**config.mk**
```make
export PLATFORM = sky130hd
export DESIGN_NAME = mpmem_lvt
export DESIGN_NICKNAME = d
export VERILOG_FILES = /design/src/source/mpmem_pkg.sv /design/src/source/mpmem_lvt.sv
export SDC_FILE = /design/constraint.sdc
export NUM_CORES = 1
export LEC_CHECK = 0
export BUFFER_PORTS_ARGS = -buffer_cell sky130_fd_sc_hd__buf_2
export CAP_MARGIN = 20
export CORE_MARGIN = 4
export CORE_UTILIZATION = 52
export DETAILED_ROUTE_END_ITERATION = 7
export PLACE_DENSITY = 0.69
export SLEW_MARGIN = 20
export SYNTH_ARGS = -nofsm -noshare
export SYNTH_HDL_FRONTEND = slang
export SYNTH_SLANG_ARGS = --single-unit
export TNS_END_PERCENT = 10
```
**constraint.sdc**
```tcl
create_clock -name clk -period 3.5 [get_ports clk]
set_input_delay 0.525 -clock clk [delete_from_list [all_inputs] [get_ports clk]]
set_output_delay 0.525 -clock clk [all_outputs]
set_load 0.005 [all_outputs]
```
**src/source/mpmem_pkg.sv**
```systemverilog
`default_nettype none

package mpmem_pkg;

  // ------------------------------------------------------------
  // Sizes
  // ------------------------------------------------------------

  localparam int WIDTH   = 32;
  localparam int NUMWRPT = 3;
  localparam int NUMRDPT = 2;
  localparam int NUMADDR = 256;
  localparam int BITADDR = 8;
  localparam int BITWRPT = 2;

  // ------------------------------------------------------------
  // Latencies
  // ------------------------------------------------------------

  // Read latency of one bank, counted from the registered address.
  localparam int SRAM_DELAY = 2;

  // Cycles between reset release and the start of the zero sweep.
  localparam int RST_PIPE = 3;

  // ------------------------------------------------------------
  // Port records
  // ------------------------------------------------------------

  typedef struct packed {
    logic               write;
    logic [BITADDR-1:0] addr;
    logic [WIDTH-1:0]   din;
  } wr_req_t;

  typedef struct packed {
    logic               read;
    logic [BITADDR-1:0] addr;
  } rd_req_t;

  typedef struct packed {
    logic             vld;
    logic [WIDTH-1:0] dout;
  } rd_rsp_t;

  // Start-up sequence of the input side.
  typedef enum logic [1:0] {
    INIT_WAIT,
    INIT_CLEAR,
    INIT_RUN
  } init_state_t;

endpackage

`default_nettype wire
```
**src/source/mpmem_lvt.sv**
```systemverilog
`timescale 1ns/1ns
`default_nettype none

module mpmem_lvt (
  input  logic                                                  clk,
  input  logic                                                  rst_n,
  input  mpmem_pkg::wr_req_t [mpmem_pkg::NUMWRPT-1:0]           pwr,
  input  mpmem_pkg::rd_req_t [mpmem_pkg::NUMRDPT-1:0]           prd,
  output logic [mpmem_pkg::NUMRDPT-1:0][mpmem_pkg::BITWRPT-1:0] sel
);
  import mpmem_pkg::*;

  logic [BITWRPT-1:0]                              lvt_mem [NUMADDR];
  logic [NUMRDPT-1:0][SRAM_DELAY-1:0][BITWRPT-1:0] sel_pipe;

  // ------------------------------------------------------------
  // Last writer per address
  // ------------------------------------------------------------

  // Ports are visited in ascending order, so the highest port wins
  // when several ports hit the same address on one edge.
  always_ff @(posedge clk) begin
    for (int w = 0; w < NUMWRPT; w++) begin
      if (pwr[w].write) begin
        lvt_mem[pwr[w].addr] <= BITWRPT'(w);
      end
    end
  end

  // ------------------------------------------------------------
  // Read side, aligned with the bank pipeline
  // ------------------------------------------------------------

  always_ff @(posedge clk) begin
    if (!rst_n) begin
      sel_pipe <= '0;
    end else begin
      for (int r = 0; r < NUMRDPT; r++) begin
        if (prd[r].read) begin
          sel_pipe[r][0] <= lvt_mem[prd[r].addr];
        end
        for (int i = 1; i < SRAM_DELAY; i++) begin
          sel_pipe[r][i] <= sel_pipe[r][i-1];
        end
      end
    end
  end

  always_comb begin
    for (int r = 0; r < NUMRDPT; r++) begin
      sel[r] = sel_pipe[r][SRAM_DELAY-1];
    end
  end

  // Every address holds a valid port index once the zero sweep is done,
  // so any read must come back with one.
  for (genvar r = 0; r < NUMRDPT; r++) begin : g_sel_chk
    a_sel_in_range: assert property (@(posedge clk) disable iff (!rst_n)
      prd[r].read |-> ##SRAM_DELAY (sel[r] < BITWRPT'(NUMWRPT)));
  end

endmodule

`default_nettype wire

```
# == Word level (Yosys, flattened, before mapping) ==
# Memories as Yosys holds them, arrays and structs flattened. A register that Yosys moved wholly into a read port is not among the register bits.
# Cells that the tools add are included.
# word_totals
memories,1
elab_cells,11
ram_bits,512
register_bits,4
# classes
n_reduce_logical,2
mux,6
# mem_list
memory,words,width,read_ports,rd_ports_with_merged_regs,write_ports,line_no,rtl
lvt_mem,256,2,2,2,3,mpmem_lvt.sv:13,logic [BITWRPT-1:0] lvt_mem [NUMADDR];
# ops
cell,count
two-way mux 1 bit,6
logical NOT 1 bit,2

# == Logic depth before layout (Yosys ltp) ==
# depth
ltp_word,2
mapped_depth,11
mapped_depth_nobuf,7

# == Least setup slack after synthesis ==
# Ideal clock, no wire load.
# synth_path
path_type,input -> register
from,input prd[9] in the netlist's numbering
to,register sel_pipe[4] (netlist name)
t_required_ns,3.364
setup_ns,0.136
cell_stages,9
arrival_time_ns,2.350
slack_ns,1.014
cell_sequence,buf_6 > buf_12 > buf_6 > mux4_2 > mux4_2 > nand3_1 > nand2_1 > o31ai_2 > o221ai_1
# synth_lines
item,line_no,rtl
"start, declared",mpmem_lvt.sv:8,"input mpmem_pkg::rd_req_t [mpmem_pkg::NUMRDPT-1:0] prd,"

==> summary.md <==
The setup path with the least slack is of type primary input to register. The launch point of the worst hold path was prd[17]. The final hold violation count is 0. The run finished with clean final reports. The clock insertion delay at the later pin of the skew report is 0.63 ns, and the share of async-settable or async-resettable flops after synthesis is 0%. In this run the static leakage power is 11.75 nW. In this run the worst path has a maximum fanout of 34. For the pin with the worst max-slew slack, the measured transition is 1.191 ns.

Pin placement for this block handled 147 I/O pins. The die is 240.9 µm tall. The number of instances in the synthesized netlist is 2896.

TritonCTS built the clock tree. The critical path endpoint category is a register. The design draws 0.01531 W. The maximum level of the CTS H-tree came out at 2.

The number of buffers on the longest clock path came out at 3. The startpoint identified for the worst register-to-register timing path is lvt_mem[11][0]. The detailed-route via count was 27300. In the post-synthesis netlist, the biggest area contributors are sky130_fd_sc_hd__dfxtp_1, sky130_fd_sc_hd__mux4_2, sky130_fd_sc_hd__nand2_1, sky130_fd_sc_hd__a32o_1, sky130_fd_sc_hd__a22oi_1.

In this run the cell area of the synthesized design comes to 28210 µm². The number of cells on the worst hold path was 2; the number of port buffers was 50. Dividing the detail-routed via count by the number of cells gives 7.429.

When the netlist entered floorplanning its net count stood at 3039. In the routed design, unresolved DRC markers number 0. The power density over the cells works out to 484.6 nW/µm².

Yosys mapped the design onto 59 distinct sky130hd cell types. The end of the worst hold path is sel_pipe[4]. The floorplan die area is 58030 µm². The run gives 1.024 as the routability congestion estimate. Clock tree synthesis selected as its root buffer the cell sky130_fd_sc_hd__clkbuf_16. Summed over all instances, the cell type with the most area after synthesis is sky130_fd_sc_hd__dfxtp_1. The most used flip-flop cell after synthesis is sky130_fd_sc_hd__dfxtp_1.

Averaged over all synthesized cells, the footprint is 9.740 µm². The number of DRC markers after the initial detailed-route iteration was 4028; the final setup violation count was 0. In the final design database the tool counted 3072 nets. Global routing consumed, over all layers together, 38.87% of the routing resources. The logs give 0 for the antenna violation net count after detailed routing and 76.88 mm for the estimated wirelength of the detail-placed design. In this run the horizontal extent of the chip is 240.9 µm.

In this run, CTS created clock tree buffers numbering 57. Relative to the synthesized area, the layout overhead comes to 11.99%. The tools report the post-route setup TNS as 0 ns. The Yosys step of the flow raised 0 warnings. The nature of the critical path startpoint is a primary input. The total number of clock tree sinks was 520; the depth of the worst register-to-register path was 7.

The synthesized design devotes to its leading area cell type 36.91% of total area. For the initial core utilization, the log shows 52.41%. For the setup slack of the most critical reg-to-reg path, the log shows 0.85 ns. The path class of the tightest hold or removal check is primary input to register. IR analysis of the VDD net gives a maximum drop of 0.3987 mV. The row count was 85; the max-slew violation total from the final report was 0. The most common library cell in the layout ignoring fill and taps is sky130_fd_sc_hd__nand2_1. On the final layout, the worst clock skew is 0.008724 ns. After clock tree synthesis, the flow added hold-fix buffers numbering 0.

The first global-routing pass estimated 168.2 mm of wire. The count of flip-flops with a built-in enable after synthesis came out at 0. Post-CTS timing repair inserted 0 buffers for setup. After detailed routing, the average wire length per cell comes to 31.43 µm.

Static timing analysis puts the maximum clock frequency at 0.3604 GHz. The tool flagged a number of max-cap violations equal to 0. After clock tree synthesis, the clock-pin slew on the worst setup and hold paths is 0.07 ns.

The synthesized flop and latch total is 520, and the overall routed net length is 115.5 mm. Once the clock tree was built, the resizer swapped 0 gates to a different size. The clock period could shrink to 2.774 ns. Global-route congestion overflow total: 0.

The run gives 36.91% as the sequential area share after synthesis. Entering global routing, the biggest net connects 51 pins. Setup repair after global routing left no endpoint under its margin.

After floorplanning, the core was sized to cover 53810 µm². For the via count of the first global-routing pass, the log shows 26760. The worst register-to-register path ends at sel_pipe[4].

The top cell types in the final layout, fill and taps aside, are sky130_fd_sc_hd__nand2_1, sky130_fd_sc_hd__dfxtp_1, sky130_fd_sc_hd__a32o_1. Data on the critical path is required at its endpoint by 4.05 ns. The relative max-transition margin came out at 18.56%.

For the number of antenna violations at the first check in global routing, the log shows 9. The pre-antenna-repair detailed-routing pass consisted of 7 iterations. Data arrives at the worst endpoint at 3.32 ns.

The fraction of layout cells with a size suffix above 1 was 20.25%; the final worst-path cycle share was 79.27%.
## synth_stat cells, drive strengths merged (3+ instances only)
| cell type | n |
|---|---|
| a31oi | 6 |
| o21ai | 16 |
| or3 | 3 |
| nand2b | 32 |
| nand4 | 7 |
| and3 | 7 |
| a32o | 256 |
| o22ai | 16 |
| o221ai | 26 |
| mux4 | 235 |
| a211oi | 10 |
| a21oi | 109 |
| a2111oi | 7 |
| nor3 | 35 |
| inv | 8 |
| clkbuf | 180 |
| nand3b | 4 |
| nor2b | 19 |
| nand3 | 12 |
| nor4 | 4 |
| a22o | 3 |
| o32ai | 3 |
| o211ai | 7 |
| nor2 | 122 |
| and2 | 14 |
| o2111ai | 3 |
| buf | 68 |
| dfxtp | 520 |
| a221oi | 6 |
| a22oi | 182 |
| mux2i | 88 |
| mux2 | 12 |
| a21boi | 84 |
| nand2 | 769 |
## metrics by stage
| step | util (%) | hold WS, ns | setup WS [ns] | cell area, µm² | instances |
|---|---|---|---|---|---|
| after floorplan | - | 0.4042 | 1.014 | 28210 | 2896 |
| after global placement | 55.17 | 0.4569 | 0.2369 | 29690 | 3566 |
| after detailed placement | 55.17 | 0.4661 | 0.2335 | 29690 | 3566 |
| after CTS | 58.66 | 0.2515 | 0.8522 | 31570 | 3669 |
| after global routing | 58.69 | 0.2782 | 0.6877 | 31580 | 3673 |
| final | 58.70 | 0.2862 | 0.7256 | 31590 | 3675 |
## routing by layer
layer	up-vias	share of wire (%)	track usage (%)
li1	11210	-	-
met1	13300	34	49.20
met2	2240	42	56.92
met3	543	16	13.48
met4	4	8.1	25.02
met5	-	0.023	0
## cell families (layout without fill, tap and decap cells)
logic type             after synthesis  after routing  synth area share (%)
flip-flops                         520            520                 36.91
AO/OA/AOI/OAI                      748            748                 21.28
other                                0              6                     0
buffers and inverters              256            333                 4.476
multiplexers                       335            335                 22.37
AND/OR/NAND/NOR                   1037           1037                 14.97
## critical path, cell delays in order
cell and delay [ns]:
sky130_fd_sc_hd__clkbuf_8 0.41, sky130_fd_sc_hd__buf_4 0.30, sky130_fd_sc_hd__mux4_2 0.25, sky130_fd_sc_hd__a22oi_1 0.10, sky130_fd_sc_hd__o211ai_1 0.20, sky130_fd_sc_hd__o21ai_0 0.20
sky130_fd_sc_hd__a2111oi_0 0.86, sky130_fd_sc_hd__nand2_1 0.22, sky130_fd_sc_hd__o221ai_1 0.24
## where the power goes
part / switching, W / total [W] / leakage (nW) / internal [W]
logic: 0.00118 / 0.00224 / 6.58 / 0.00106
clock network: 0.00260 / 0.00622 / 0.921 / 0.00362
registers: 0.000409 / 0.00685 / 4.25 / 0.00644
total: 0.00418 / 0.0153 / 11.8 / 0.0111
## registers in the layout, summed over array words and instances (netlist names)
signal / count
sel_pipe: 4
lvt_mem: 512
sel: 4
## layout make-up
type                    instances  area [µm²]
clock buffers                  83        1614
flip-flops and latches        520       10410
repair buffers                222        1684
inverters                       8       30.03
fillers                      4584       22230
diodes                          6       15.01
well taps                     696       870.8
multi-input cells            2120       16700
clock inverters                20       266.5
## worst max path at each step
stage               slack, ns  cells past startpoint   start           to
floorplan                1.01                      9  prd[9]  sel_pipe[4]
global placement         0.24                     10  prd[9]  sel_pipe[4]
detailed placement       0.23                     10  prd[9]  sel_pipe[4]
CTS                      0.85                     10  prd[9]  sel_pipe[4]
global route             0.69                     10  prd[9]  sel_pipe[4]
finish                   0.73                      9  prd[9]  sel_pipe[4]
Power figures use the tool's default switching activity.
