$ cat src/source/mpmem_pkg.sv
`default_nettype none

package mpmem_pkg;

  // ------------------------------------------------------------
  // Sizes
  // ------------------------------------------------------------

  localparam int WIDTH   = 32;
  localparam int NUMWRPT = 3;
  localparam int NUMRDPT = 2;
  localparam int NUMADDR = 256;
  localparam int BITADDR = 8;
  localparam int BITWRPT = 2;

  // ------------------------------------------------------------
  // Latencies
  // ------------------------------------------------------------

  // Read latency of one bank, counted from the registered address.
  localparam int SRAM_DELAY = 2;

  // Cycles between reset release and the start of the zero sweep.
  localparam int RST_PIPE = 3;

  // ------------------------------------------------------------
  // Port records
  // ------------------------------------------------------------

  typedef struct packed {
    logic               write;
    logic [BITADDR-1:0] addr;
    logic [WIDTH-1:0]   din;
  } wr_req_t;

  typedef struct packed {
    logic               read;
    logic [BITADDR-1:0] addr;
  } rd_req_t;

  typedef struct packed {
    logic             vld;
    logic [WIDTH-1:0] dout;
  } rd_rsp_t;

  // Start-up sequence of the input side.
  typedef enum logic [1:0] {
    INIT_WAIT,
    INIT_CLEAR,
    INIT_RUN
  } init_state_t;

endpackage

`default_nettype wire
$ cat src/source/mpmem_port_base.sv
`timescale 1ns/1ns
`default_nettype none

module mpmem_port_base (
  input  logic                                        clk,
  input  logic                                        rst_n,
  input  mpmem_pkg::wr_req_t [mpmem_pkg::NUMWRPT-1:0] wr_req,
  input  mpmem_pkg::rd_req_t [mpmem_pkg::NUMRDPT-1:0] rd_req,
  output mpmem_pkg::wr_req_t [mpmem_pkg::NUMWRPT-1:0] pwr,
  output mpmem_pkg::rd_req_t [mpmem_pkg::NUMRDPT-1:0] prd,
  output logic                                        ready
);
  import mpmem_pkg::*;

  logic [RST_PIPE-1:0] rst_pipe;
  init_state_t         state;
  init_state_t         state_nxt;
  logic [BITADDR-1:0]  clr_addr;
  logic                clr_last;
  logic                any_strobe;

  // ------------------------------------------------------------
  // Reset release and start-up sequence
  // ------------------------------------------------------------

  always_ff @(posedge clk) begin
    if (!rst_n) begin
      rst_pipe <= '0;
    end else begin
      rst_pipe <= {rst_pipe[RST_PIPE-2:0], 1'b1};
    end
  end

  assign clr_last = (clr_addr == BITADDR'(NUMADDR - 1));

  always_comb begin
    state_nxt = state;
    case (state)
      INIT_WAIT: begin
        if (rst_pipe[RST_PIPE-1]) begin
          state_nxt = INIT_CLEAR;
        end
      end
      INIT_CLEAR: begin
        if (clr_last) begin
          state_nxt = INIT_RUN;
        end
      end
      INIT_RUN: begin
        state_nxt = INIT_RUN;
      end
      default: begin
        state_nxt = INIT_WAIT;
      end
    endcase
  end

  always_ff @(posedge clk) begin
    if (!rst_n) begin
      state    <= INIT_WAIT;
      clr_addr <= '0;
    end else begin
      state <= state_nxt;
      if (state == INIT_CLEAR) begin
        clr_addr <= clr_addr + 1'b1;
      end
    end
  end

  assign ready = (state == INIT_RUN);

  // ------------------------------------------------------------
  // Input flop
  // ------------------------------------------------------------

  // The sweep borrows write port 0 while the other strobes stay low.
  always_ff @(posedge clk) begin
    for (int w = 0; w < NUMWRPT; w++) begin
      pwr[w].addr <= wr_req[w].addr;
      pwr[w].din  <= wr_req[w].din;
    end
    for (int r = 0; r < NUMRDPT; r++) begin
      prd[r].addr <= rd_req[r].addr;
    end
    if (state == INIT_CLEAR) begin
      pwr[0].addr <= clr_addr;
      pwr[0].din  <= '0;
    end

    if (!rst_n) begin
      for (int w = 0; w < NUMWRPT; w++) begin
        pwr[w].write <= 1'b0;
      end
      for (int r = 0; r < NUMRDPT; r++) begin
        prd[r].read <= 1'b0;
      end
    end else begin
      for (int w = 0; w < NUMWRPT; w++) begin
        pwr[w].write <= wr_req[w].write & ready;
      end
      for (int r = 0; r < NUMRDPT; r++) begin
        prd[r].read <= rd_req[r].read & ready;
      end
      if (state == INIT_CLEAR) begin
        pwr[0].write <= 1'b1;
      end
    end
  end

  always_comb begin
    any_strobe = 1'b0;
    for (int w = 0; w < NUMWRPT; w++) begin
      any_strobe = any_strobe | pwr[w].write;
    end
    for (int r = 0; r < NUMRDPT; r++) begin
      any_strobe = any_strobe | prd[r].read;
    end
  end

  // Requests seen before ready must never reach the banks.
  a_no_strobe_before_ready: assert property (@(posedge clk) disable iff (!rst_n)
    (!ready && state != INIT_CLEAR) |-> !any_strobe);

endmodule

`default_nettype wire

$ cat config.mk
export PLATFORM = sky130hd
export DESIGN_NAME = mpmem_port_base
export DESIGN_NICKNAME = d
export VERILOG_FILES = /design/src/source/mpmem_pkg.sv /design/src/source/mpmem_port_base.sv
export SDC_FILE = /design/constraint.sdc
export NUM_CORES = 1
export LEC_CHECK = 0
export BUFFER_PORTS_ARGS = -buffer_cell sky130_fd_sc_hd__buf_2
export CORE_AREA = 2 2 110 112
export CTS_CLUSTER_DIAMETER = 80
export DETAILED_ROUTE_END_ITERATION = 8
export DIE_AREA = 0 0 112 114
export HOLD_SLACK_MARGIN = 0.03
export PLACE_DENSITY = 0.75
export REMOVE_ABC_BUFFERS = 1
export SLEW_MARGIN = 0
export SYNTH_ARGS = -nofsm -noshare
export SYNTH_HDL_FRONTEND = slang
export SYNTH_SLANG_ARGS = --single-unit
$ cat constraint.sdc
create_clock -name clk -period 3.8 [get_ports clk]
set_input_delay 0.19 -clock clk [delete_from_list [all_inputs] [get_ports clk]]
set_output_delay 0.19 -clock clk [all_outputs]
set_load 0.01 [all_outputs]
Word level (Yosys, flattened, before mapping):

Cells that the tools add are included.

* bitwise logic cells: 5
* equality and inequality tests: 5
* multiplexer cells: 6
* reduce and logical (&&, ||, !) cells: 2
* add/sub/neg operators: 1

Operators by type and width (count)
* 2-to-1 mux 40 bit: 1
* adder 8 x 1 -> 8 bit (second input constant): 1
* == test 8 bit (second input constant): 1
* one-hot mux 2 bit (3 select lines): 1
* bitwise AND 1 bit: 5
* 2-to-1 mux 2 bit: 2
* != test 2 bit (second input constant): 2
* == test 2 x 1 -> 1 bit (second input constant): 1
* == test 2 bit (second input constant): 1
* zero test 2 bit: 1
* 2-to-1 mux 1 bit: 2
* AND reduction 2 bit: 1

* flip-flop bits (word level): 154
* input port bits: 143
* output and inout bits: 142
* word-level logic and storage cells: 36

Logic depth before layout (Yosys ltp):

* depth in word-level cells: 3
* mapped depth: 6
* depth with buffers taken out: 6

Worst setup path after synthesis:

Ideal clock, no wire load.

* path type: reg2reg
* from: reg state[1]
* to: reg clr_addr[5]
* stages on the path, launching flop included: 7
* data required time: 3.685 ns
* clock period less this slack: 1.236 ns
* buffers on the path: 0
* setup slack: 2.564 ns
* setup time: 0.115 ns
* arrival: 1.121 ns
* path through: dfxtp_1 inv_1 ha_1 and3_1 nand4_1 xnor2_1 and2_1

* word-level cells in the longest chain between the ends: 1

RTL lines
* start: declaration: RTL line mpmem_port_base.sv:16 `init_state_t state;`
* start signal: assignment: RTL line mpmem_port_base.sv:63 `state <= state_nxt;`
* == test 2 x 1 -> 1 bit: RTL line mpmem_port_base.sv:64 `if (state == INIT_CLEAR) begin`
* end signal: assignment: RTL line mpmem_port_base.sv:65 `clr_addr <= clr_addr + 1'b1;`
* end: declaration: RTL line mpmem_port_base.sv:18 `logic [BITADDR-1:0] clr_addr;`

Every way passes these cells.
A chain may end at the register's enable or synchronous reset.

Worst setup path in the final report:

Same ends and word-level chain as after synthesis.

==> results.txt <==
----------------------------------------------------
[Critical path]
  Critical path cell sequence ... inv_1, ha_2, and3_1, nand4_1, xnor2_1, and2_1
  Critical Setup Path Class ... flop to flop
  Worst setup SP type ... flop
  Required time of the critical path ... between 4 and 5 ns
  Crit path arrival time ... around 2.4 ns
  Element type at the critical path end ... flop
  Buf+Inv Stages, Crit Path ... 1
  Top cell family by delay on the critical path ... adder cells
  Biggest fanout along the worst timing path ... 50
  Worst stage delay on the critical path ... between 0.8 and 0.9 ns
  Max stage delay cell, worst path ... ha_2

[Timing]
  Final cycle utilization of the critical path ... 55.23%
  Setup TNS after final layout ... 0 ns
  Time the worst path needs with I/O delays and setup ... ~2.1 ns
  Final Skew ... between 0.005 and 0.006 ns
  Worst-margin pin slew ... approximately 1.0 ns
  Final Hold Fails ... 0
  Final setup violation count ... 0
  Max Slew Vio Count ... 0
  RSZ-0062 raised after global routing ... false
  Min Hold Slack ... about 0.054 ns
  Slew headroom ... 33.48%
  Highest attainable clock frequency ... around 480 MHz

[Floorplanning]
  Starting density of the core ... ~32%
  Vertical die dimension ... 114 um
  Area of the die ... between 10000 and 15000 um2
  Total core area ... 11710 um2
  DIE WIDTH ... approximately 110 um
  Number of top-level pins ... ~290
  Row Count ... 40

[Logic synthesis]
  Post-synthesis instance total ... 247
  Yosys reg bits ... between 150 and 200
  Cell area after synthesis ... between 3000 and 4000 um2
  Avg Inst Size Synth ... around 15 um2
  Synthesis warning total ... 0
  Number of distinct library cells after synthesis ... 23
  Post-synthesis sequential area ratio ... just over 80%

[Layout]
  Final standard cell count with taps included and fillers excluded ... between 800 and 900
  Number of antenna diodes ... 0
  Multi-input logic area ... ~640 um2
  Final cell utilization of the core ... a little over 60%
  Most common cell after layout, fill and taps aside ... buf_2
  Fillcell total ... between 800 and 900
  Ratio of cells with drive above 1 in the final layout ... a little under half
  Final net count ... 830
  Top library cells by usage in the layout, fill and taps aside ... buf_2 (284), dfxtp_1 (154), dlygate4sd3_1 (139), nor2b_1 (35), clkbuf_16 (17)
  Register Area ... 3083 um2
  Signed area change from the synthesized netlist to the final layout ... 94.57%

[Routing]
  Number of DRC markers after the initial detailed-route iteration ... between 100 and 150
  Remaining antenna violation count ... 0
  DRC violations left ... 0
  Via count normalized by instance count ... 4.133
  Post-detailed-routing wire length ... 12990 um
  Total vias in the final route ... approximately 3500
  Number of iterations in the first detailed-routing pass ... 4
  WL/cell ... 15.41 um

[Global routing]
  Via count of the first global-routing pass ... between 3000 and 4000
  GRT Resource Usage Total ... roughly a fifth
  Global-route wire length before repair ... ~19000 um
  Largest net degree at the start of global routing ... 51
  Global route total overflow ... 0
  Initial antenna violation count ... 0

[Clock tree]
  Clock H-tree levels ... 4
  Clock tree from TritonCTS ... done
  Clock latency on the worst-skew pair ... around 0.41 ns
  Inserted Clock Buffers ... 17
  Clock net sink count ... 154
  CTS clock-pin slew for the worst setup and hold paths ... around 0.060 ns
  Max Buffers Root-to-Sink ... 2
  Buffer type at the clock tree root ... clkbuf_16

[Pwr]
  Power density normalized to cell area ... between 500 and 600 nW/um2
  Leakage power summed over all cells ... ~3.6 nW
  Max VDD drop ... 390.2 uV

[Run]
  Count of maximum capacitance violations ... 0

[Min path]
  Hold Path Class ... input pin to flop

[Placement]
  GP Congestion ... roughly 0.75
  Cells after DPL ... 672
  Count of buffers inserted at the top-level ports ... between 200 and 300
  Placed wire-length estimate after detailed placement ... about 7800 um

[Outcome]
  Run status ... finished clean

----------------------------------------------------
layout make-up:
type                       instances  area share (%)
clock buffer                      22           6.354
clock inverter                    10           1.576
inverter                           2          0.1028
multi-input combinational         85           8.751
sequential                       154           42.20
tap                              147           2.518
timing repair buffer             423           38.50
worst register-to-register path, stage by stage (launching register included):
cell     delay (ns)
dfxtp_1        0.33
inv_1          0.08
ha_2           0.85
and3_1         0.33
nand4_1        0.12
xnor2_1        0.14
and2_1         0.15
where the power goes:
part / switching (mW) / internal, mW / total (mW) / leakage, nW
logic: 0.153 / 0.224 / 0.377 / 2.00
registers: 0.0260 / 1.71 / 1.73 / 1.29
clock network: 0.643 / 1.00 / 1.65 / 0.277
logic make-up (layout without fill, tap and decap cells):
family,count (synthesis),in the layout,share of synthesized area (%)
multiplexers,10,10,2.932
XOR/XNOR,7,7,1.633
adder cells (fa/ha/maj),4,4,1.333
buffers and inverters,8,457,0.9329
flip-flops,154,154,82.11
AND/OR/NAND/NOR,59,59,10.03
AO/OA/AOI/OAI,5,5,1.033
sequential cells by signal, summed over array words and instances (netlist names):
name,count
rst_pipe,3
state,2
clr_addr,8
pwr,123
prd,18
Yosys cell counts:
cell	number	area, um2
dfxtp_1	154	3083
nor2b_1	35	219.0
and2_1	9	56.30
mux2_2	8	90.09
xnor2_1	6	52.55
and3_1	5	31.28
clkbuf_1	4	15.01
ha_1	4	50.05
nand2_1	4	15.01
inv_1	2	7.510
mux2i_1	2	20.02
nand3_1	2	10.01
nand4_1	2	12.51
a21boi_1	1	7.510
a21o_1	1	7.510
a21oi_1	1	5.000
a21oi_2	1	8.760
and4_4	1	11.26
buf_2	1	5.000
buf_4	1	7.510
nand4_4	1	21.27
o211a_1	1	10.01
xor2_1	1	8.760
metal layers:
metal | vias to the layer above | part of all wire, % | GRT usage (%) | wire length, um
li1 | 1653 | - | - | -
met1 | 1622 | 35 | 18.16 | 4491
met2 | 174 | 56 | 38.59 | 7318
met3 | 35 | 6.0 | 6.111 | 777
met4 | 0 | 3.1 | 9.431 | 403
met5 | - | 0 | 0 | 0
stage by stage:
step / power [mW] / worst slack [ns] / cell area, um2
5_1_grt: 3.886 / 1.500 / 7306
2_1_floorplan: 1.850 / 1.581 / 3727
6_report: 3.755 / 1.701 / 7306
3_5_place_dp: 2.022 / 1.648 / 5335
3_3_place_gp: 2.013 / 1.702 / 5335
4_1_cts: 3.767 / 1.647 / 7306
repair_timing:
action	in CTS	in global routing
resized for setup	0	0
setup buffers	0	0
endpoints found under the hold margin	139	0
hold buffers	139	0
final timing paths:
check,slack [ns],start,depth (start not counted),to
min,0.05,rst_n,1,rst_pipe[0]
max reg2reg,1.70,state[1],6,clr_addr[5]
min reg2reg,0.42,rst_pipe[0],1,rst_pipe[1]
max,1.70,state[1],6,clr_addr[5]
(Power assumes the default switching activity.)
