<file path="config.mk">
export PLATFORM = sky130hd
export DESIGN_NAME = mpmem_read_select
export DESIGN_NICKNAME = d
export VERILOG_FILES = /design/src/source/mpmem_pkg.sv /design/src/source/mpmem_read_select.sv
export SDC_FILE = /design/constraint.sdc
export NUM_CORES = 1
export LEC_CHECK = 0
export BUFFER_PORTS_ARGS = -buffer_cell sky130_fd_sc_hd__clkbuf_2
export CAP_MARGIN = 10
export CORE_ASPECT_RATIO = 1.1
export CORE_MARGIN = 4
export CORE_UTILIZATION = 40
export DETAILED_ROUTE_END_ITERATION = 10
export GPL_TIMING_DRIVEN = 0
export PLACE_DENSITY = 0.78
export SLEW_MARGIN = 30
export SYNTH_ARGS = -nofsm -noshare
export SYNTH_HDL_FRONTEND = slang
export SYNTH_SLANG_ARGS = --single-unit
</file>
<file path="constraint.sdc">
create_clock -name clk -period 1.4 [get_ports clk]
set_input_delay 0.21 -clock clk [delete_from_list [all_inputs] [get_ports clk]]
set_output_delay 0.21 -clock clk [all_outputs]
set_load 0.1 [all_outputs]
</file>
<file path="src/source/mpmem_pkg.sv">
`default_nettype none

package mpmem_pkg;

  // ------------------------------------------------------------
  // Sizes
  // ------------------------------------------------------------

  localparam int WIDTH   = 32;
  localparam int NUMWRPT = 3;
  localparam int NUMRDPT = 2;
  localparam int NUMADDR = 256;
  localparam int BITADDR = 8;
  localparam int BITWRPT = 2;

  // ------------------------------------------------------------
  // Latencies
  // ------------------------------------------------------------

  // Read latency of one bank, counted from the registered address.
  localparam int SRAM_DELAY = 2;

  // Cycles between reset release and the start of the zero sweep.
  localparam int RST_PIPE = 3;

  // ------------------------------------------------------------
  // Port records
  // ------------------------------------------------------------

  typedef struct packed {
    logic               write;
    logic [BITADDR-1:0] addr;
    logic [WIDTH-1:0]   din;
  } wr_req_t;

  typedef struct packed {
    logic               read;
    logic [BITADDR-1:0] addr;
  } rd_req_t;

  typedef struct packed {
    logic             vld;
    logic [WIDTH-1:0] dout;
  } rd_rsp_t;

  // Start-up sequence of the input side.
  typedef enum logic [1:0] {
    INIT_WAIT,
    INIT_CLEAR,
    INIT_RUN
  } init_state_t;

endpackage

`default_nettype wire
</file>
<file path="src/source/mpmem_read_select.sv">
`timescale 1ns/1ns
`default_nettype none

module mpmem_read_select (
  input  logic                                   clk,
  input  logic                                   rst_n,
  input  logic [mpmem_pkg::NUMWRPT-1:0][mpmem_pkg::NUMRDPT-1:0][mpmem_pkg::WIDTH-1:0]
                                                 bank_data,
  input  logic [mpmem_pkg::NUMRDPT-1:0][mpmem_pkg::BITWRPT-1:0]
                                                 sel,
  input  logic [mpmem_pkg::NUMRDPT-1:0]          rd_en_d,
  output mpmem_pkg::rd_rsp_t [mpmem_pkg::NUMRDPT-1:0]
                                                 rd_rsp
);
  import mpmem_pkg::*;

  logic [NUMRDPT-1:0][WIDTH-1:0] pick;
  logic [NUMRDPT-1:0]            vld_q;
  logic [NUMRDPT-1:0][WIDTH-1:0] dout_q;

  // Each read port has one bank per write port; the LVT says which one
  // holds the live word.
  always_comb begin
    for (int r = 0; r < NUMRDPT; r++) begin
      pick[r] = bank_data[sel[r]][r];
    end
  end

  always_ff @(posedge clk) begin
    if (!rst_n) begin
      vld_q <= '0;
    end else begin
      vld_q <= rd_en_d;
    end
  end

  always_ff @(posedge clk) begin
    for (int r = 0; r < NUMRDPT; r++) begin
      if (rd_en_d[r]) begin
        dout_q[r] <= pick[r];
      end
    end
  end

  always_comb begin
    for (int r = 0; r < NUMRDPT; r++) begin
      rd_rsp[r].vld  = vld_q[r];
      rd_rsp[r].dout = dout_q[r];
    end
  end

endmodule

`default_nettype wire

</file>
Word level (Yosys, flattened, before mapping):

Cells that the tools add are included.

* add/sub/neg operators: 0
* multiply operators: 0
* divide/modulo/power cells: 0
* $lt $le $gt $ge: 2
* eq/ne operators: 0
* shifts and indexed selects: 0
* multiplexer cells: 4
* bitwise gates (word level): 0
* reduce and logical (&&, ||, !) cells: 0

Operator list (number)
* binary-select mux 64 bit (select 2 bit): 2
* two-way mux 64 bit: 1
* two-way mux 32 bit: 1
* less-than comparator 2 x 3 -> 1 bit (second input constant): 2

* register bits after elaboration: 66
* latch bits: 0
* RAM bits: 0
* memory bits (read-only): 0
* input port bits: 200
* word-level logic and storage cells: 9
* memories kept: 0

Logic depth before layout (Yosys ltp):

Gate-level depths: netlist of run 1.

* word-level depth: 2
* gate-level depth with buffers: 5
* depth with buffers taken out: 2

Worst setup path after synthesis of run 1:

Ideal clock, no wire load.

* path type: register -> output
* from: register vld_q[0]
* to: output rd_rsp[32] (netlist bit)
* data arrival time: 909 ps
* setup slack: 281 ps
* cell stages (with the launch flop): 1
* path buffers: 0
* path through: dfxtp_1

RTL lines
* start: declaration: line mpmem_read_select.sv:18 `logic [NUMRDPT-1:0] vld_q;`
* start signal: assignment: line mpmem_read_select.sv:33 `vld_q <= rd_en_d;`
* end: declaration: line mpmem_read_select.sv:13 `rd_rsp`

No word-level cell between the ends.

Worst setup path in the final report of run 1:

* from: register dout_q, in the netlist rd_rsp[57]
* to: output rd_rsp[57] (netlist bit)

RTL lines
* start: declaration: line mpmem_read_select.sv:19 `logic [NUMRDPT-1:0][WIDTH-1:0] dout_q;`
* start signal: indexed assignment: line mpmem_read_select.sv:40 `dout_q[r] <= pick[r];`

No word-level cell between the ends.

==> metrics.cfg, run 1 <==
[logic_synthesis]
syn_area_um2=3850
synthCells=222
syn_area_per_cell_um2=17.3
synth_area_leaders=edfxtp_1 (50%), o2bb2ai_2 (23%), mux2i_1 (17%), buf_12 (3.1%), buf_6 (2.3%)
ys_top_cells_by_count=edfxtp_1 (64), mux2i_1 (64), o2bb2ai_2 (60), buf_6 (8)
yosys.area.top_type=edfxtp_1
synth_cell_types=11
ys_seq_area_share_pct=51.0
syn_nets=422
async_reset_ff_share_pct=0
ys_seq_elements=66
yosys_warnings=0
synth_edf_count=64
yosys.area.top_type_share_pct=49.9
ys.flop_type=edfxtp_1

[pwr]
p_per_area_nw_per_um2=1150
vdd_drop_max_v=0.000501
switching_share_pct=40.7
p_comb_share_pct=37.9
p_sw_w=0.00259
clkPwrFrac_pct=23.5
p_int_w=0.00376
seq_power_share_pct=38.5
p_leak_nw=2.58

[floorplanning]
initial_utilization_pct=41.0
rows=37
die_area_um2=11300
io_pins=266
chipHeight_um=111
die_w_um=102
core_area_um2=9400

[route]
wl_per_cell_um=17.5
vias=3002
drc_errors=0
totalWireLength_um=10800
drtAntennaViolNets=0
firstDrtPassIters=4
initialDrtViolationCount=54
via_per_inst=4.87

[clock_network]
tritoncts=done
holdBufCountCts=0
clock_sinks=66
cts_root_buf=clkbuf_8
cts_max_level=3
ctsResizeCount=5
post_cts_buffers=0
path_clk_slew_ns=0.08
cts_buffer_depth=2
cts_buffers=9

[timing]
relSlewSlack_pct=45.4
drv_slew=0
hold_viol=0
max_freq_mhz=731
rsz0062_at_grt=no
fin_crit_ns=1.37
worstMarginPinSlew_ns=0.820
timing.final.crit_share_pct=97.7
finalSetupTns_ns=0
setup-violations-final=0

[layout]
layoutNonFillerInstCount=616
drive_above_1_share_pct=72.7
syn_to_final_growth_pct=43.0
fin_nets=694
diodes=0
utilization_pct=58.6
final.fill_count=820

[critical_path]
slowest_stage=clkbuf_2
arrival_ns=1.16
cp_max_fo=1
cp_slowest_stage_delay_ns=0.46
path_delay_family=buffers and inverters
cp_cell_sequence=clkbuf_2
start_kind=flip-flop
critPathKind=reg2out
cp_num_buf_inv=1
required_ns=1.19
end_kind=output port

[min_path]
min_path_type=in2reg

[placement]
place_inst=600
hpwl_um=9140
routabilityCongestion=0.778
io_buffers=261

[global_routing]
grt.total_usage_pct=18.7
grt_pass1_vias=3212
grt_pass1_wl_um=16100
grt_max_degree=34
grt.overflow.total=0
grt_antenna_before_repair=0

[run_status]
status=finished, final reports clean

[run]
maxCapViolCount=0

-- final timing paths --
| kind | startpoint | to | slack [ns] | cells after the start |
|---|---|---|---|---|
| min | rst_n | vld_q[1] | 0.08 | 2 |
| max | rd_rsp[57] | rd_rsp[57] | 0.03 | 1 |
-- per-layer routing --
layer  GRT usage, %  part of all wire (%)  routed length (um)  up-vias
met4           7.62                   2.1                 229        0
met3           3.59                   9.4                1020       17
met1           19.4                    34                3710     1356
met5              0                     0                   0        -
met2           35.6                    54                5820      180
li1               -                     -                   -     1449
-- through the flow --
stage          instance area [um^2]  setup slack (ns)  hold WS, ns  total power (W)
6_report                       5500            0.0329       0.0816          0.00635
5_1_grt                        5500           0.00349       0.0795          0.00660
4_1_cts                        5500           0.00428       0.0640          0.00642
3_5_place_dp                   5300             0.162        0.435          0.00492
3_3_place_gp                   5300             0.186        0.428          0.00488
2_1_floorplan                  3850             0.281        0.322          0.00431
-- registers in the layout, indices dropped and copies added, names as in the netlist --
register,count
rd_rsp,64
vld_q,2
-- logic make-up (layout without fill, tap and decap cells) --
| group | Yosys count | in the layout | synth area share [%] |
|---|---|---|---|
| flip-flops | 66 | 66 | 51.0 |
| buffers and inverters | 24 | 301 | 7.02 |
| AND/OR/NAND/NOR | 4 | 4 | 1.04 |
| multiplexers | 64 | 64 | 16.6 |
| AO/OA/AOI/OAI | 64 | 64 | 24.3 |
-- power groups by stage --
stage	Clock (W)	Combinational, W	Sequential [W]
2_1_floorplan	0	0.000481	0.00383
3_5_place_dp	0	0.00242	0.00250
4_1_cts	0.00154	0.00243	0.00245
5_1_grt	0.00163	0.00250	0.00247
6_report	0.00149	0.00241	0.00245
3_3_place_gp	0	0.00240	0.00248
-- final cells by class --
cell class	instances	area, um^2	share of cell area, %
flip-flops and latches	66	1960	35.6
multi-input cells	132	1620	29.4
repair buffers	261	1320	24.0
plain buffers	24	270	4.91
clock buffers	12	165	3.00
well taps	117	146	2.66
clock inverters	4	25.0	0.455
-- placed cells by master, fill, tap and decap left out, drive strengths merged --
master / Yosys / layout
mux2i: 64 / 64
nor2b: 2 / 2
clkinv: 0 / 2
buf: 24 / 27
dfxtp: 2 / 2
and2: 2 / 2
clkinvlp: 0 / 2
clkbuf: 0 / 270
edfxtp: 64 / 64
o2bb2ai: 64 / 64
(Power assumes the default switching activity.)
==> run 2, diff against run 1 <==
Settings changed: ABC_AREA set to 1, CORE_UTILIZATION 40 to 38, PLACE_DENSITY 0.78 to 0.77.
Clock period 1.4 ns to 1.2 ns, I/O delays scaled along.
==> metrics.cfg, run 2 <==
[floorplanning]
core_area_um2=10000  ; +6.7%
die_area_um2=12200  ; +8.0%
chipHeight_um=115  ; +3.9%
rows=38  ; +2.7%
initial_utilization_pct=39.6  ; -1.4 points
die_w_um=105  ; +3.9%
io_pins=266  ; unchanged

[pwr]
switching_share_pct=39.9  ; -0.84 points
p_per_area_nw_per_um2=1290  ; +12%
p_int_w=0.00465  ; +23%
seq_power_share_pct=37.0  ; -1.5 points
vdd_drop_max_v=0.000591  ; +18%
clkPwrFrac_pct=24.7  ; +1.2 points
p_sw_w=0.00308  ; +19%
p_total_w=0.00773  ; +22%
p_comb_share_pct=38.2  ; +0.3 points
p_leak_nw=3.59  ; +39%

[layout]
drive_above_1_share_pct=37.0  ; -36 points
mostFrequentLayoutCells=nand2_1 (258), clkbuf_2 (197), inv_1 (132), nand3_1 (64), edfxtp_1 (64)
diodes=0  ; unchanged
seq_area_um2=1960  ; unchanged
largest_register_ffs=64  ; unchanged
final.fill_count=922  ; +12%
fin_nets=1024  ; +48%
syn_to_final_growth_pct=50.5
multi_input_area_um2=1310  ; -19%
final_common_cell=nand2_1

[clock_network]
cts_buffers=9  ; unchanged
cts_max_level=3  ; unchanged
cts_root_buf=clkbuf_8
clock_sinks=66  ; unchanged
post_cts_buffers=0  ; unchanged
cts_buffer_depth=2  ; unchanged
tritoncts=done
path_clk_slew_ns=0.07  ; about the same

[logic_synthesis]
synth_cell_types=10  ; -1
synth_edf_count=64  ; unchanged
syn_area_um2=3970  ; +3.2%
syn_area_per_cell_um2=7.22  ; -58%
synth_area_leaders=edfxtp_1 (48%), nand2_1 (24%), inv_1 (12%), nand3_1 (8.1%), buf_6 (2.3%)
yosys_warnings=0  ; unchanged
ys_seq_area_share_pct=49.4  ; -1.6 points
ys.flop_type=edfxtp_1
async_reset_ff_share_pct=0  ; unchanged
ys_seq_elements=66  ; unchanged
yosys.area.top_type_share_pct=48.4  ; -1.5 points
synth.most_common_cell=nand2_1
syn_nets=750  ; +78%
yosys.area.top_type=edfxtp_1
synthCells=550  ; +150%
ys_top_cells_by_count=nand2_1 (258), inv_1 (132), edfxtp_1 (64), nand3_1 (64), buf_2 (12)

[timing]
max_freq_mhz=862
worstMarginPinSlew_ns=0.876  ; +0.0566 ns
drv_slew=0  ; unchanged
rsz0062_at_grt=no
fin_crit_ns=1.16
timing.final.crit_share_pct=96.6
setup-violations-final=0  ; unchanged
hold_viol=0  ; unchanged
relSlewSlack_pct=41.6  ; -3.8 points
hold_slack_ns=0.0556  ; -0.0260 ns

[route]
via_per_inst=4.29  ; -12%
wl_per_cell_um=13.1  ; -25%
totalWireLength_um=12700  ; +18%
vias=4158  ; +39%
drc_errors=0  ; unchanged
drtAntennaViolNets=0  ; unchanged
initialDrtViolationCount=196  ; +260%
firstDrtPassIters=5  ; +1

[critical_path]
cp_cell_sequence=clkbuf_4
critPathKind=reg2out
start_kind=flip-flop
cp_max_fo=1  ; unchanged
cp_num_buf_inv=1  ; unchanged
arrival_ns=0.98  ; -0.18 ns
end_kind=output port
slowest_stage=edfxtp_1
cp_slowest_stage_delay_ns=0.32  ; -0.14 ns
required_ns=1.02  ; -0.17 ns
path_delay_family=flip-flops
cp-startpoint=rd_rsp[60]

[placement]
io_buffers=263  ; +0.77%
routabilityCongestion=0.818  ; +5.1%
hpwl_um=10200  ; +11%

[min_path]
hold_start=rst_n
holdPathStages=3  ; +1
min_path_type=in2reg
hold_end=vld_q[1]

[run_status]
status=finished, final reports clean

[global_routing]
grt.overflow.total=0  ; unchanged
grt_max_degree=34  ; unchanged
grt_pass1_vias=4016  ; +25%
grt_antenna_before_repair=0  ; unchanged
grt_pass1_wl_um=19500  ; +21%
grt.total_usage_pct=20.4  ; +1.7 points

[run]
maxCapViolCount=0  ; unchanged

[run 2: cell type report]
type	count	share of cell area, %
buffer	26	3.27
clock buffer	13	2.66
clock inverter	3	0.670
inverter	134	8.42
multi-input combinational	324	21.9
sequential	66	32.8
tap	140	2.93
timing repair buffer	263	27.3
[run 2: stage by stage]
| step | setup WS, ns | setup TNS, ns | area (um^2) | std cells | util, % |
|---|---|---|---|---|---|
| 2_1_floorplan | 0.111 | 0 | 3970 | 550 | - |
| 3_3_place_gp | -0.0444 | -2.15 | 5460 | 953 | 54.5 |
| 3_5_place_dp | -0.0344 | -1.81 | 5460 | 953 | 54.5 |
| 4_1_cts | 0.000110 | 0 | 5970 | 969 | 59.5 |
| 5_1_grt | 0.000119 | 0 | 5980 | 969 | 59.6 |
| 6_report | 0.0404 | 0 | 5980 | 969 | 59.6 |
[run 2: logic make-up (layout without fill, tap and decap cells)]
logic type,Yosys count,in the layout,share of synthesized area [%]
and+or+nand+nor,324,324,33.0
buffers and inverters,160,439,17.6
DFF,66,66,49.4
[run 2: repair_timing]
action | in CTS | in global routing
hold buffers | 0 | 0
gates cloned | 0 | 0
setup endpoints to repair | 66 | 35
gates resized for setup | 89 | 36
[run 2: power by group through the flow]
| stage | sequential (W) | clock [W] | combinational, W |
|---|---|---|---|
| global route | 0.00289 | 0.00207 | 0.00311 |
| floorplan | 0.00448 | 0 | 0.000484 |
| global placement | 0.00289 | 0 | 0.00275 |
| detailed placement | 0.00290 | 0 | 0.00276 |
| CTS | 0.00286 | 0.00196 | 0.00295 |
| finish | 0.00286 | 0.00191 | 0.00295 |
[run 2: worst max path at each step]
stage	to	slack, ns	cells after the start
6_report	rd_rsp[60]	0.04	1
5_1_grt	rd_rsp[25]	0.0001	1
4_1_cts	rd_rsp[36]	0.0001	1
3_5_place_dp	rd_rsp[43]	-0.03	1
3_3_place_gp	rd_rsp[25]	-0.04	1
2_1_floorplan	rd_rsp[32]	0.11	0
[run 2: metal layers]
metal	up-vias	wire, um	track usage (%)
li1	2174	-	-
met1	1741	4750	22.0
met2	222	6220	36.7
met3	21	1440	7.80
met4	0	274	7.35
met5	-	0	0
